$ cat config.mk
export PLATFORM = sky130hd
export DESIGN_NAME = exec_top
export DESIGN_NICKNAME = d
export VERILOG_FILES = /design/src/source/ex_pkg.sv /design/src/source/alu.sv /design/src/source/alu_decode.sv /design/src/source/branch_unit.sv /design/src/source/ex_stage.sv /design/src/source/exec_top.sv /design/src/source/instr_queue.sv /design/src/source/reg_file.sv
export SDC_FILE = /design/constraint.sdc
export NUM_CORES = 2
export LEC_CHECK = 0
export BUFFER_PORTS_ARGS = -buffer_cell sky130_fd_sc_hd__buf_2
export CAP_MARGIN = 20
export CELL_PAD_IN_SITES_DETAIL_PLACEMENT = 1
export CELL_PAD_IN_SITES_GLOBAL_PLACEMENT = 1
export CORE_ASPECT_RATIO = 0.8
export CORE_MARGIN = 4
export CORE_UTILIZATION = 30
export DETAILED_ROUTE_END_ITERATION = 8
export PLACE_DENSITY = 0.52
export RECOVER_POWER = 100
export SYNTH_ARGS = -nofsm -noshare
export SYNTH_HDL_FRONTEND = slang
export SYNTH_SLANG_ARGS = --single-unit
$ cat constraint.sdc
create_clock -name clk -period 7.7 [get_ports clk]
set_input_delay 1.925 -clock clk [delete_from_list [all_inputs] [get_ports clk]]
set_output_delay 1.925 -clock clk [all_outputs]
set_load 0.02 [all_outputs]
$ cat src/source/ex_pkg.sv
package ex_pkg;

	localparam int data_w = 32;
	localparam int reg_idx_w = 5;

	typedef enum logic [3:0] {
		op_add,
		op_sub,
		op_and,
		op_or,
		op_xor,
		op_sll,
		op_srl,
		op_slt,
		op_addi,
		op_lui,
		op_beq,
		op_bne,
		op_jr
	} opcode_t;

	typedef enum logic [3:0] {
		alu_add,
		alu_sub,
		alu_and,
		alu_or,
		alu_xor,
		alu_sll,
		alu_srl,
		alu_slt,
		alu_pass_b
	} alu_op_t;

	typedef struct packed {
		opcode_t opcode;
		logic [reg_idx_w-1:0] rd;
		logic [reg_idx_w-1:0] rs1;
		logic [reg_idx_w-1:0] rs2;
		logic [data_w-1:0] imm;
		logic [data_w-1:0] pc;
		logic [data_w-1:0] pfc; // predicted next pc
		logic predicted; // predicted taken
	} instr_t;

	typedef struct packed {
		instr_t instr;
		logic [data_w-1:0] rs1_val;
		logic [data_w-1:0] rs2_val;
	} issued_t;

	typedef struct packed {
		logic [data_w-1:0] pc;
		logic [reg_idx_w-1:0] rd;
		logic [data_w-1:0] value;
		logic wr_en;
		logic is_ctrl;
		logic mispredict;
		logic [data_w-1:0] redirect_pc;
	} result_t;

endpackage

$ cat src/source/alu.sv
`timescale 1ns/1ns

module alu import ex_pkg::*; (
	input alu_op_t alu_op,
	input logic [data_w-1:0] a,
	input logic [data_w-1:0] b,
	output logic [data_w-1:0] y
);

	logic [4:0] shamt;
	logic lt;

	assign shamt = b[4:0];
	assign lt = $signed(a) < $signed(b);

	always_comb begin
		case (alu_op)
			alu_add: begin
				y = a + b;
			end
			alu_sub: begin
				y = a - b;
			end
			alu_and: begin
				y = a & b;
			end
			alu_or: begin
				y = a | b;
			end
			alu_xor: begin
				y = a ^ b;
			end
			alu_sll: begin
				y = a << shamt;
			end
			alu_srl: begin
				y = a >> shamt; // logical, zero fill
			end
			alu_slt: begin
				y = {{(data_w - 1){1'b0}}, lt};
			end
			alu_pass_b: begin
				y = b;
			end
			default: begin
				y = '0;
			end
		endcase
	end

endmodule

$ cat src/source/alu_decode.sv
`timescale 1ns/1ns

module alu_decode import ex_pkg::*; (
	input opcode_t opcode,
	output alu_op_t alu_op,
	output logic use_imm,
	output logic is_beq,
	output logic is_bne,
	output logic is_jr,
	output logic writes_rd
);

	always_comb begin
		alu_op = alu_add;
		use_imm = 1'b0;
		is_beq = 1'b0;
		is_bne = 1'b0;
		is_jr = 1'b0;
		writes_rd = 1'b1;
		case (opcode)
			op_add: alu_op = alu_add;
			op_sub: alu_op = alu_sub;
			op_and: alu_op = alu_and;
			op_or: alu_op = alu_or;
			op_xor: alu_op = alu_xor;
			op_sll: alu_op = alu_sll;
			op_srl: alu_op = alu_srl;
			op_slt: alu_op = alu_slt;
			op_addi: begin
				alu_op = alu_add;
				use_imm = 1'b1;
			end
			op_lui: begin
				alu_op = alu_pass_b; // immediate arrives already shifted up
				use_imm = 1'b1;
			end
			op_beq: begin
				alu_op = alu_sub;
				is_beq = 1'b1;
				writes_rd = 1'b0;
			end
			op_bne: begin
				alu_op = alu_sub;
				is_bne = 1'b1;
				writes_rd = 1'b0;
			end
			op_jr: begin
				alu_op = alu_pass_b;
				is_jr = 1'b1;
				writes_rd = 1'b0;
			end
			default: writes_rd = 1'b0;
		endcase
	end

endmodule

$ cat src/source/branch_unit.sv
`timescale 1ns/1ns

module branch_unit import ex_pkg::*; (
	input logic [data_w-1:0] op_a,
	input logic [data_w-1:0] op_b,
	input logic [data_w-1:0] pc,
	input logic [data_w-1:0] imm,
	input logic [data_w-1:0] pfc,
	input logic predicted,
	input logic is_beq,
	input logic is_bne,
	input logic is_jr,
	output logic mispredict,
	output logic [data_w-1:0] redirect_pc
);

	logic is_equal;
	logic taken;

	assign is_equal = (op_a == op_b);
	assign taken = is_beq ? is_equal : !is_equal; // only meaningful for bne otherwise

	always_comb begin
		mispredict = 1'b0;
		redirect_pc = pc + 1'b1; // pc counts words
		if (is_jr) begin
			redirect_pc = op_a;
			mispredict = (op_a != pfc);
		end else if (is_beq || is_bne) begin
			mispredict = (taken != predicted);
			if (taken) begin
				redirect_pc = pc + imm;
			end
		end
	end

endmodule

$ cat src/source/ex_stage.sv
`timescale 1ns/1ns

module ex_stage import ex_pkg::*; (
	input logic clk,
	input logic reset,
	input logic issue_valid,
	input issued_t issued,
	output logic wr_en,
	output logic [reg_idx_w-1:0] wr_idx,
	output logic [data_w-1:0] wr_data,
	output logic res_valid,
	output result_t res
);

	issued_t op_q; // operand register
	result_t res_q; // result register
	result_t ret_q; // retire register
	logic op_valid;
	logic res_q_valid;
	logic ret_valid;

	alu_op_t alu_op;
	logic use_imm;
	logic is_beq;
	logic is_bne;
	logic is_jr;
	logic writes_rd;
	logic [data_w-1:0] fwd_a;
	logic [data_w-1:0] fwd_b;
	logic [data_w-1:0] imm_val;
	logic [data_w-1:0] alu_b;
	logic [data_w-1:0] alu_y;
	logic mispredict;
	logic [data_w-1:0] redirect_pc;
	result_t res_d;

	function automatic logic hits(input logic v, input result_t r, input logic [reg_idx_w-1:0] idx);
		return v && r.wr_en && (r.rd != '0) && (r.rd == idx);
	endfunction

	// youngest producer wins
	assign fwd_a = hits(res_q_valid, res_q, op_q.instr.rs1) ? res_q.value :
		hits(ret_valid, ret_q, op_q.instr.rs1) ? ret_q.value : op_q.rs1_val;
	assign fwd_b = hits(res_q_valid, res_q, op_q.instr.rs2) ? res_q.value :
		hits(ret_valid, ret_q, op_q.instr.rs2) ? ret_q.value : op_q.rs2_val;

	assign imm_val = (op_q.instr.opcode == op_lui) ? {op_q.instr.imm[15:0], 16'b0} :
		op_q.instr.imm;
	assign alu_b = use_imm ? imm_val : fwd_b;

	alu_decode alu_decode_inst (.opcode(op_q.instr.opcode), .alu_op(alu_op), .use_imm(use_imm),
		.is_beq(is_beq), .is_bne(is_bne), .is_jr(is_jr), .writes_rd(writes_rd));

	alu alu_inst (.alu_op(alu_op), .a(fwd_a), .b(alu_b), .y(alu_y));

	branch_unit branch_unit_inst (.op_a(fwd_a), .op_b(fwd_b), .pc(op_q.instr.pc),
		.imm(op_q.instr.imm), .pfc(op_q.instr.pfc), .predicted(op_q.instr.predicted),
		.is_beq(is_beq), .is_bne(is_bne), .is_jr(is_jr), .mispredict(mispredict),
		.redirect_pc(redirect_pc));

	always_comb begin
		res_d.pc = op_q.instr.pc;
		res_d.rd = op_q.instr.rd;
		res_d.value = alu_y;
		res_d.wr_en = writes_rd && (op_q.instr.rd != '0);
		res_d.is_ctrl = is_beq || is_bne || is_jr;
		res_d.mispredict = mispredict;
		res_d.redirect_pc = redirect_pc;
	end

	always_ff @(posedge clk) begin
		if (reset) begin
			op_valid <= 1'b0;
			res_q_valid <= 1'b0;
			ret_valid <= 1'b0;
		end else begin
			op_valid <= issue_valid;
			res_q_valid <= op_valid;
			ret_valid <= res_q_valid;
		end
	end

	always_ff @(posedge clk) begin
		op_q <= issued;
		res_q <= res_d;
		ret_q <= res_q;
	end

	assign wr_en = ret_valid && ret_q.wr_en;
	assign wr_idx = ret_q.rd;
	assign wr_data = ret_q.value;
	assign res_valid = ret_valid;
	assign res = ret_q;

endmodule

$ cat src/source/exec_top.sv
`timescale 1ns/1ns

module exec_top import ex_pkg::*; #(
	parameter int queue_depth = 4
) (
	input logic clk,
	input logic reset,
	input logic in_valid,
	input instr_t in_instr,
	output logic credit_return,
	output logic res_valid,
	output result_t res
);

	logic issue_valid;
	instr_t issue_instr;
	logic [data_w-1:0] rs1_val;
	logic [data_w-1:0] rs2_val;
	logic wr_en;
	logic [reg_idx_w-1:0] wr_idx;
	logic [data_w-1:0] wr_data;
	issued_t issued;

	// head entry joined with its register reads
	assign issued.instr = issue_instr;
	assign issued.rs1_val = rs1_val;
	assign issued.rs2_val = rs2_val;

	instr_queue #(.queue_depth(queue_depth)) instr_queue_inst (.clk(clk), .reset(reset),
		.in_valid(in_valid), .in_instr(in_instr), .issue_valid(issue_valid),
		.issue_instr(issue_instr), .credit_return(credit_return));

	reg_file reg_file_inst (.clk(clk), .reset(reset), .rs1(issue_instr.rs1),
		.rs2(issue_instr.rs2), .rs1_val(rs1_val), .rs2_val(rs2_val), .wr_en(wr_en),
		.wr_idx(wr_idx), .wr_data(wr_data));

	ex_stage ex_stage_inst (.clk(clk), .reset(reset), .issue_valid(issue_valid),
		.issued(issued), .wr_en(wr_en), .wr_idx(wr_idx), .wr_data(wr_data),
		.res_valid(res_valid), .res(res));

endmodule

$ cat src/source/instr_queue.sv
`timescale 1ns/1ns

module instr_queue import ex_pkg::*; #(
	parameter int queue_depth = 4
) (
	input logic clk,
	input logic reset,
	input logic in_valid,
	input instr_t in_instr,
	output logic issue_valid,
	output instr_t issue_instr,
	output logic credit_return
);

	localparam int ptr_w = (queue_depth > 1) ? $clog2(queue_depth) : 1;
	localparam int cnt_w = $clog2(queue_depth + 1);

	instr_t mem [queue_depth];
	logic [ptr_w-1:0] rd_ptr;
	logic [ptr_w-1:0] wr_ptr;
	logic [cnt_w-1:0] count;
	logic full;
	logic push;
	logic pop;

	// wraps for any depth, not only powers of two
	function automatic logic [ptr_w-1:0] next_ptr(input logic [ptr_w-1:0] p);
		return (p == ptr_w'(queue_depth - 1)) ? '0 : p + 1'b1;
	endfunction

	assign full = (count == cnt_w'(queue_depth));
	assign push = in_valid && !full; // a push into a full queue is lost
	assign pop = (count != '0); // head leaves every cycle it exists

	assign issue_valid = pop;
	assign issue_instr = mem[rd_ptr];

	always_ff @(posedge clk) begin
		if (push) begin
			mem[wr_ptr] <= in_instr;
		end
	end

	always_ff @(posedge clk) begin
		if (reset) begin
			rd_ptr <= '0;
			wr_ptr <= '0;
			count <= '0;
			credit_return <= 1'b0;
		end else begin
			if (push) begin
				wr_ptr <= next_ptr(wr_ptr);
			end
			if (pop) begin
				rd_ptr <= next_ptr(rd_ptr);
			end
			count <= count + cnt_w'(push) - cnt_w'(pop);
			credit_return <= pop; // one credit per freed entry
		end
	end

endmodule

$ cat src/source/reg_file.sv
`timescale 1ns/1ns

module reg_file import ex_pkg::*; (
	input logic clk,
	input logic reset,
	input logic [reg_idx_w-1:0] rs1,
	input logic [reg_idx_w-1:0] rs2,
	output logic [data_w-1:0] rs1_val,
	output logic [data_w-1:0] rs2_val,
	input logic wr_en,
	input logic [reg_idx_w-1:0] wr_idx,
	input logic [data_w-1:0] wr_data
);

	logic [data_w-1:0] regs [2**reg_idx_w];
	logic wr_live;

	assign wr_live = wr_en && (wr_idx != '0); // r0 is never written

	always_ff @(posedge clk) begin
		if (reset) begin
			for (int i = 0; i < 2**reg_idx_w; i++) begin
				regs[i] <= '0;
			end
		end else if (wr_live) begin
			regs[wr_idx] <= wr_data;
		end
	end

	// write-through so a reader in the write cycle sees the new value
	assign rs1_val = (wr_live && wr_idx == rs1) ? wr_data : regs[rs1];
	assign rs2_val = (wr_live && wr_idx == rs2) ? wr_data : regs[rs2];

endmodule

# Yosys cells after proc, flatten, opt, wreduce, memory -nomap -nowiden
# Memory sizes are Yosys's and may differ from the RTL's. A register that Yosys moved wholly into a read port is not among the register bits.
# Index checks and enable logic that the tools add are counted.
# word_totals
ram_bits,1488
word_cells,140
reg_bits,398
mem_count,2
# memory_table
name,depth,width,read_ports,rd_clocked_by_memory_dff,wr,line_no,source
reg_file_inst.regs,32,32,2,0,32,reg_file.sv:15,logic [data_w-1:0] regs [2**reg_idx_w];
instr_queue_inst.mem,4,116,1,1,1,instr_queue.sv:18,instr_t mem [queue_depth];
# classes
bitwise_logic,3
n_eq_ne,32
reduce_logical,27
n_shift,2
muxes,35
order_cmp,1
add_sub_neg,8
# op_table
op,n
two-way mux 32 bit,12
case mux 32 bit (9 select lines),1
adder 32 bit,2
adder 32 x 1 -> 32 bit (second input constant),1
AND 32 bit,1
== test 32 bit,1
== test 4 x 3 -> 1 bit (second input constant),8
< comparator 32 bit,1
!= test 32 bit,1
OR 32 bit,1
case mux 4 bit (8 select lines),1
OR reduction 32 bit,1
left shift 32 x 5 -> 32 bit,1
>> shifter 32 x 5 -> 32 bit,1
subtractor 32 bit,1
bitwise XOR 32 bit,1
== test 5 bit,6
== test 4 bit (second input constant),6
== test 4 x 2 -> 1 bit (second input constant),4
two-way mux 1 bit,16
nonzero test 5 bit,3
logical AND 1 bit,12
OR reduction 10 bit,1
== test 4 x 1 -> 1 bit (second input constant),2
14 further kinds,23

# Logic depth before layout (Yosys ltp)
# logic_depth
depth_word,11
ltp_mapped,26
depth_no_buf,20

# Modules after synthesis
# A second synthesis with hierarchy kept.
# hier_totals
hier_cells,6767
hier_area_um2,94120.3
# modules_own_cells
mod,area_per_inst_um2,cells_per_inst,instances,seq_area_each_um2
reg_file,54461.0,3494,1,30749.5
instr_queue,17196.5,656,1,14133.6
ex_stage,10665.2,835,1,7827.5
alu,8197.9,1257,1,0.0
branch_unit,3519.6,512,1,0.0
alu_decode,80.1,13,1,0.0

# Least setup slack after synthesis
# OpenSTA, ideal clock, no wires.
# synth_path
path_type,register to register
start,register ex_stage_inst.ret_q (netlist bit ex_stage_inst.wr_idx[3])
end,register ex_stage_inst.res_q[66] (netlist bit)
setup_ns,0.137
t_arrival_ns,5.968
stages_incl_launch_ff,25
path_slack_ns,1.596
path_buffers,5
cell_sequence,dfxtp_1 buf_1 xor2_1 nor4_1 nand2_1 buf_2 mux2i_1 o21ai_0 a21o_1 buf_2 buf_1 clkbuf_1 ha_1 o21bai_1 and4_1 o31ai_1 a21oi_1 o31a_1 a211o_1 a311o_1 a221o_1 a211oi_1 o31ai_1 nor3_1 o221ai_1
# synth_via
elab_chain_cells,8
word_cells_on_any_way,19
classes_between,add/sub (2); eq/ne (2); shift (2); mux (6); bitwise (3); reduce/logical (4)
# synth_lines
item,line_no,source
from (decl),ex_stage.sv:17,result_t ret_q;
from (signal assigned),ex_stage.sv:86,ret_q <= res_q;
nonzero test 5 bit,ex_stage.sv:38,return v && r.wr_en && (r.rd != '0) && (r.rd == idx);
logical AND 1 bit (2 in a row),ex_stage.sv:38,
two-way mux 32 bit,ex_stage.sv:45,"hits(ret_valid, ret_q, op_q.instr.rs2) ? ret_q.value : op_q.rs2_val;"
two-way mux 32 bit,ex_stage.sv:44,"assign fwd_b = hits(res_q_valid, res_q, op_q.instr.rs2) ? res_q.value :"
two-way mux 32 bit,ex_stage.sv:49,assign alu_b = use_imm ? imm_val : fwd_b;
subtractor 32 bit (tied with other cells),alu.sv:22,y = a - b;
case mux 32 bit (9 select lines) (*),alu.sv:17,case (alu_op)
via ex_stage_inst.alu_inst.y[31],alu.sv:7,output logic [data_w-1:0] y
to (signal assigned),ex_stage.sv:85,res_q <= res_d;
to (decl),ex_stage.sv:16,result_t res_q;
# Mark *: on every way through the listed nets, which the timed path passes. The rest lies on a longest branch.
# A chain may end at the register's enable or synchronous reset.

==> reports/qor_table.md <==
| Group | Result | Value |
|---|---|---|
| outcome | Outcome | finished with violations |
| outcome | Violations in the final reports | capacitance limit, slew limit, setup timing |
| routing | Vias after detailed routing | 61208 |
| floorplan | Vertical die dimension | 506.5 um |
| yosys | Xor-xnor portion of the synthesized cell area | 0.01522 |
| power | Worst vdd ir | 402.1 uV |
| clock network | Clock root cell | clkbuf_16 |
| timing | Worst slack on hold paths | 0.3213 ns |
| setup path | Data required, critical path | 8.17 ns |
| yosys | Top-area cell type share of the netlist area | 0.4794 |
| yosys | Mapped cell area | 93210 um^2 |
| clock network | Number of buffers added by the clock tree synthesis step | 212 |
| layout | Number of filler cells placed in the layout | 31937 |
| yosys | Area fraction in compound gates after synthesis | 0.05654 |
| yosys | Share of the yosys chip area belonging to registers | 0.5653 |
| timing | Period Utilization, post-route | 1.002 |
| floorplan | Core area | 308300 um^2 |
| placed design | Minimum setup slack after placement | 0.2846 ns |
| setup path | Arrival time of the worst setup path | 8.19 ns |
| yosys | Most frequently used cell type in the post-synthesis netlist | edfxtp_1 |
| floorplan | Die outline width | 631.2 um |
| placed design | Quantity of I/O buffers inserted on ports | 224 |
| timing | Worst clock skew | 0.08796 ns |
| clock network | CTS resizes | 0 |
| global route | Number of antenna violations at the first check in global routing | 81 |
| global route | First-pass GRT wire length | 521400 um |
| clock network | Clock slew at the register clock pins of the worst setup and hold paths | 0.07 ns |
| power | Overall power after layout | 49.90 mW |
| timing | Crit path time final | 7.712 ns |
| yosys | Count of different cell masters after synthesis | 84 |
| routing | Post-route DRC violation count | 0 |
| power | Leak pwr | 37.01 nW |
| setup path | Startpoint of the worst register-to-register path | ex_stage_inst.wr_idx[3] |
| global route | Via count of the first global-routing pass | 61943 |
| min path | Class of the tightest hold or removal check | flop to flop |
| clock network | Post-CTS setup repair buffer count | 0 |
| run | Max-cap violations | 100 |
| yosys | Synth Warn # | 0 |
| layout | Relative area change from synthesis to final layout | 13.95% |
| yosys | Gate count of the mapped netlist | 6455 |
| yosys | Number of synthesized flops with an enable pin | 1488 |
| setup path | Internal reg-to-reg setup slack | 0.33 ns |
| global route | Pin count of the biggest net entering global routing | 90 |
| placed design | Total half-perimeter wirelength after legalization and detailed placement | 250700 um |
| routing | First DRT Iteration DRCs | 7771 |
| routing | Routed via count divided by cell count | 5.572 |
| yosys | Dominant combinational cell family by area after synthesis | multiplexers |
| yosys | Proportion of synthesized area in mux cells | 0.2102 |
| timing | Worst slew pin tran | 3.630 ns |
| yosys | Area fraction in and, or, nand and nor cells after synthesis | 0.1071 |
| yosys | Synthesized area divided by synthesized cell count | 14.44 um^2 |
| timing | Sum of negative setup slack | -0.03854 ns |
| timing | Setup repair after global routing missed its margin | false |
| placed design | Final weighted congestion in routability-driven placement | 0.9336 |
| setup path | CP Capture Type | flop |
| clock network | Total number of H-tree levels | 4 |
| routing | Mean routed wirelength per cell | 34.47 um |
| setup path | Crit path launch | reset |
| setup path | Crit path launch type | primary input |
| timing | Finish-stage setup viols | 5 |
| clock network | TritonCTS clock tree | yes |
| floorplan | I/O pin total | 225 |
| min path | Sink of the worst hold path | ex_stage_inst.res[4] |
| clock network | Insertion delay of the later-clocked pin in the worst-skew pair | 0.91 ns |
| min path | Hold depth | 0 |
| timing | Fmax | 129.7 MHz |
| floorplan | Total number of placement rows | 182 |
| setup path | Worst Reg-to-Reg Cells | 19 |
| floorplan | Die area | 319700 um^2 |
| yosys | Share of synthesized cell area in full adder, half adder and majority cells | 0.01912 |
| timing | Final count of pins violating max slew | 3238 |
| layout | Util after Layout | 0.3445 |
| routing | Number of detailed-route iterations in the first pass | 5 |
| yosys | Cell taking the most area after synthesis | edfxtp_1 |
| clock network | Hold-fix buffers at CTS | 0 |
| min path | Startpoint of the most critical hold path | ex_stage_inst.res_q[4] |
| yosys | FFs w/ async S/R, synth | 0 |
| timing | Relative slew slack | -1.420 |
| yosys | Most area-consuming cells after synthesis | edfxtp_1, mux4_2, dfxtp_1, and2_1, mux2i_1 |
| global route | Global-route usage over all layers | 0.2311 |
| routing | Total length of routed wires | 378600 um |
| clock network | Sinks on the clock net | 1888 |
| yosys | Post-synth top flop | edfxtp_1 |
| layout | Net count of the finished layout | 6894 |
| setup path | End of the worst register-to-register path | ex_stage_inst.res_q[65] |
| power | Power density over cell area | 469.8 nW/um^2 |
| yosys | #FFs+latches synth | 1888 |
| timing | Setup slack after layout | -0.01203 ns |
| setup path | WS Path Type | primary input to flop |
| yosys | Commonest cells in the netlist | edfxtp_1, and2_1, mux4_2, clkbuf_1, dfxtp_1 |
| layout | Share of final-layout standard cells stronger than drive strength 1 | 0.1965 |
| timing | Hold violation total from the final report | 0 |
| floorplan | Initial cell density of the core | 0.3023 |
| routing | Remaining number of nets flagged by the antenna check after routing | 0 |
| global route | Global route total overflow | 0 |
| setup path | Critical Path Fanout Max | 34 |
| clock network | Number of buffers on the longest clock path | 4 |
-- cells by family after synthesis --
logic type,after synthesis
AO/OA/AOI/OAI,794
multiplexers,1011
flip-flops,1888
buffers and inverters,643
other,1
AND/OR/NAND/NOR,1816
XOR/XNOR,162
adder cells (fa/ha/maj),140
-- worst max-delay path by stage --
stage	endpoint	slack, ns	cells past startpoint
finish	reg_file_inst.regs[23][14]	-0.01	7
global placement	ex_stage_inst.res_q[66]	0.56	19
CTS	ex_stage_inst.res_q[66]	0.26	19
floorplan	ex_stage_inst.res_q[66]	1.60	24
detailed placement	ex_stage_inst.res_q[66]	0.28	19
global route	ex_stage_inst.res_q[66]	0.05	19
-- stage by stage --
| stage | cells | area, um^2 |
|---|---|---|
| floorplan | 6486 | 93320 |
| global placement | 10553 | 99930 |
| detailed placement | 10557 | 100000 |
| CTS | 10940 | 106900 |
| global route | 10946 | 106100 |
| finish | 10985 | 106200 |
-- sequential cells by signal, summed over array words and instances, names as in the netlist, 2 cells and up, named ones only --
signal and count:
ex_stage_inst.wr_idx 5, instr_queue_inst.mem 464, ex_stage_inst.res_q 104, instr_queue_inst.wr_ptr 2, instr_queue_inst.count 3, ex_stage_inst.op_q 180, ex_stage_inst.res 67, ex_stage_inst.wr_data 32
reg_file_inst.regs 1024, instr_queue_inst.rd_ptr 2
-- critical path, stage by stage --
cell	delay [ns]
clkbuf_1	0.23
nor2_1	0.31
nand3_1	0.65
nor2_4	0.27
clkbuf_1	2.28
or2_1	1.68
clkbuf_2	0.77
-- area by class of cell --
type                            instances  area (um^2)  area share
Timing Repair Buffer                  472         2550     0.02401
Clock buffer                          263         5710     0.05377
Antenna cell                           41        102.6   0.0009660
Tap cell                             4140         5180     0.04877
Sequential cell                      1888        52690      0.4961
Clock inverter                        120         1172     0.01104
Multi-Input combinational cell       3955        38400      0.3616
Inverter                              106        397.9    0.003746
-- cells in the final DEF, fill, tap and decap left out, types with 23 or more instances in the layout --
cell type and n:
a211oi_1 44, a21o_1 35, a21oi_1 204, a221o_1 23, a221oi_1 41, a22oi_1 24
and2_0 520, and2_1 483, and3_1 27, buf_2 31, buf_4 109, clkbuf_1 311
clkbuf_16 215, clkbuf_2 33, clkinv_1 41, clkinv_2 42, conb_1 32, dfxtp_1 399
diode_2 41, edfxtp_1 1488, ha_1 136, inv_1 102, mux2i_1 244, mux4_2 753
nand2_1 243, nand3_1 55, nor2_1 258, nor2_4 24, nor3_1 45, o211ai_1 29
o21ai_0 175, o221ai_1 42, o22ai_1 23, xnor2_1 105, xor2_1 57
-- power by group --
group	total (mW)	switching, mW	internal [mW]
clock network	10.3	4.36	5.92
logic	25.5	16.2	9.30
registers	14.1	1.47	12.7
total	49.9	22.0	27.9
-- layer usage --
layer / track usage / routed length [um]
met3: 0.04700 / 34590
met2: 0.3414 / 162700
met1: 0.3467 / 171100
met5: 0 / 117
met4: 0.05483 / 10130
(Power assumes the default switching activity.)
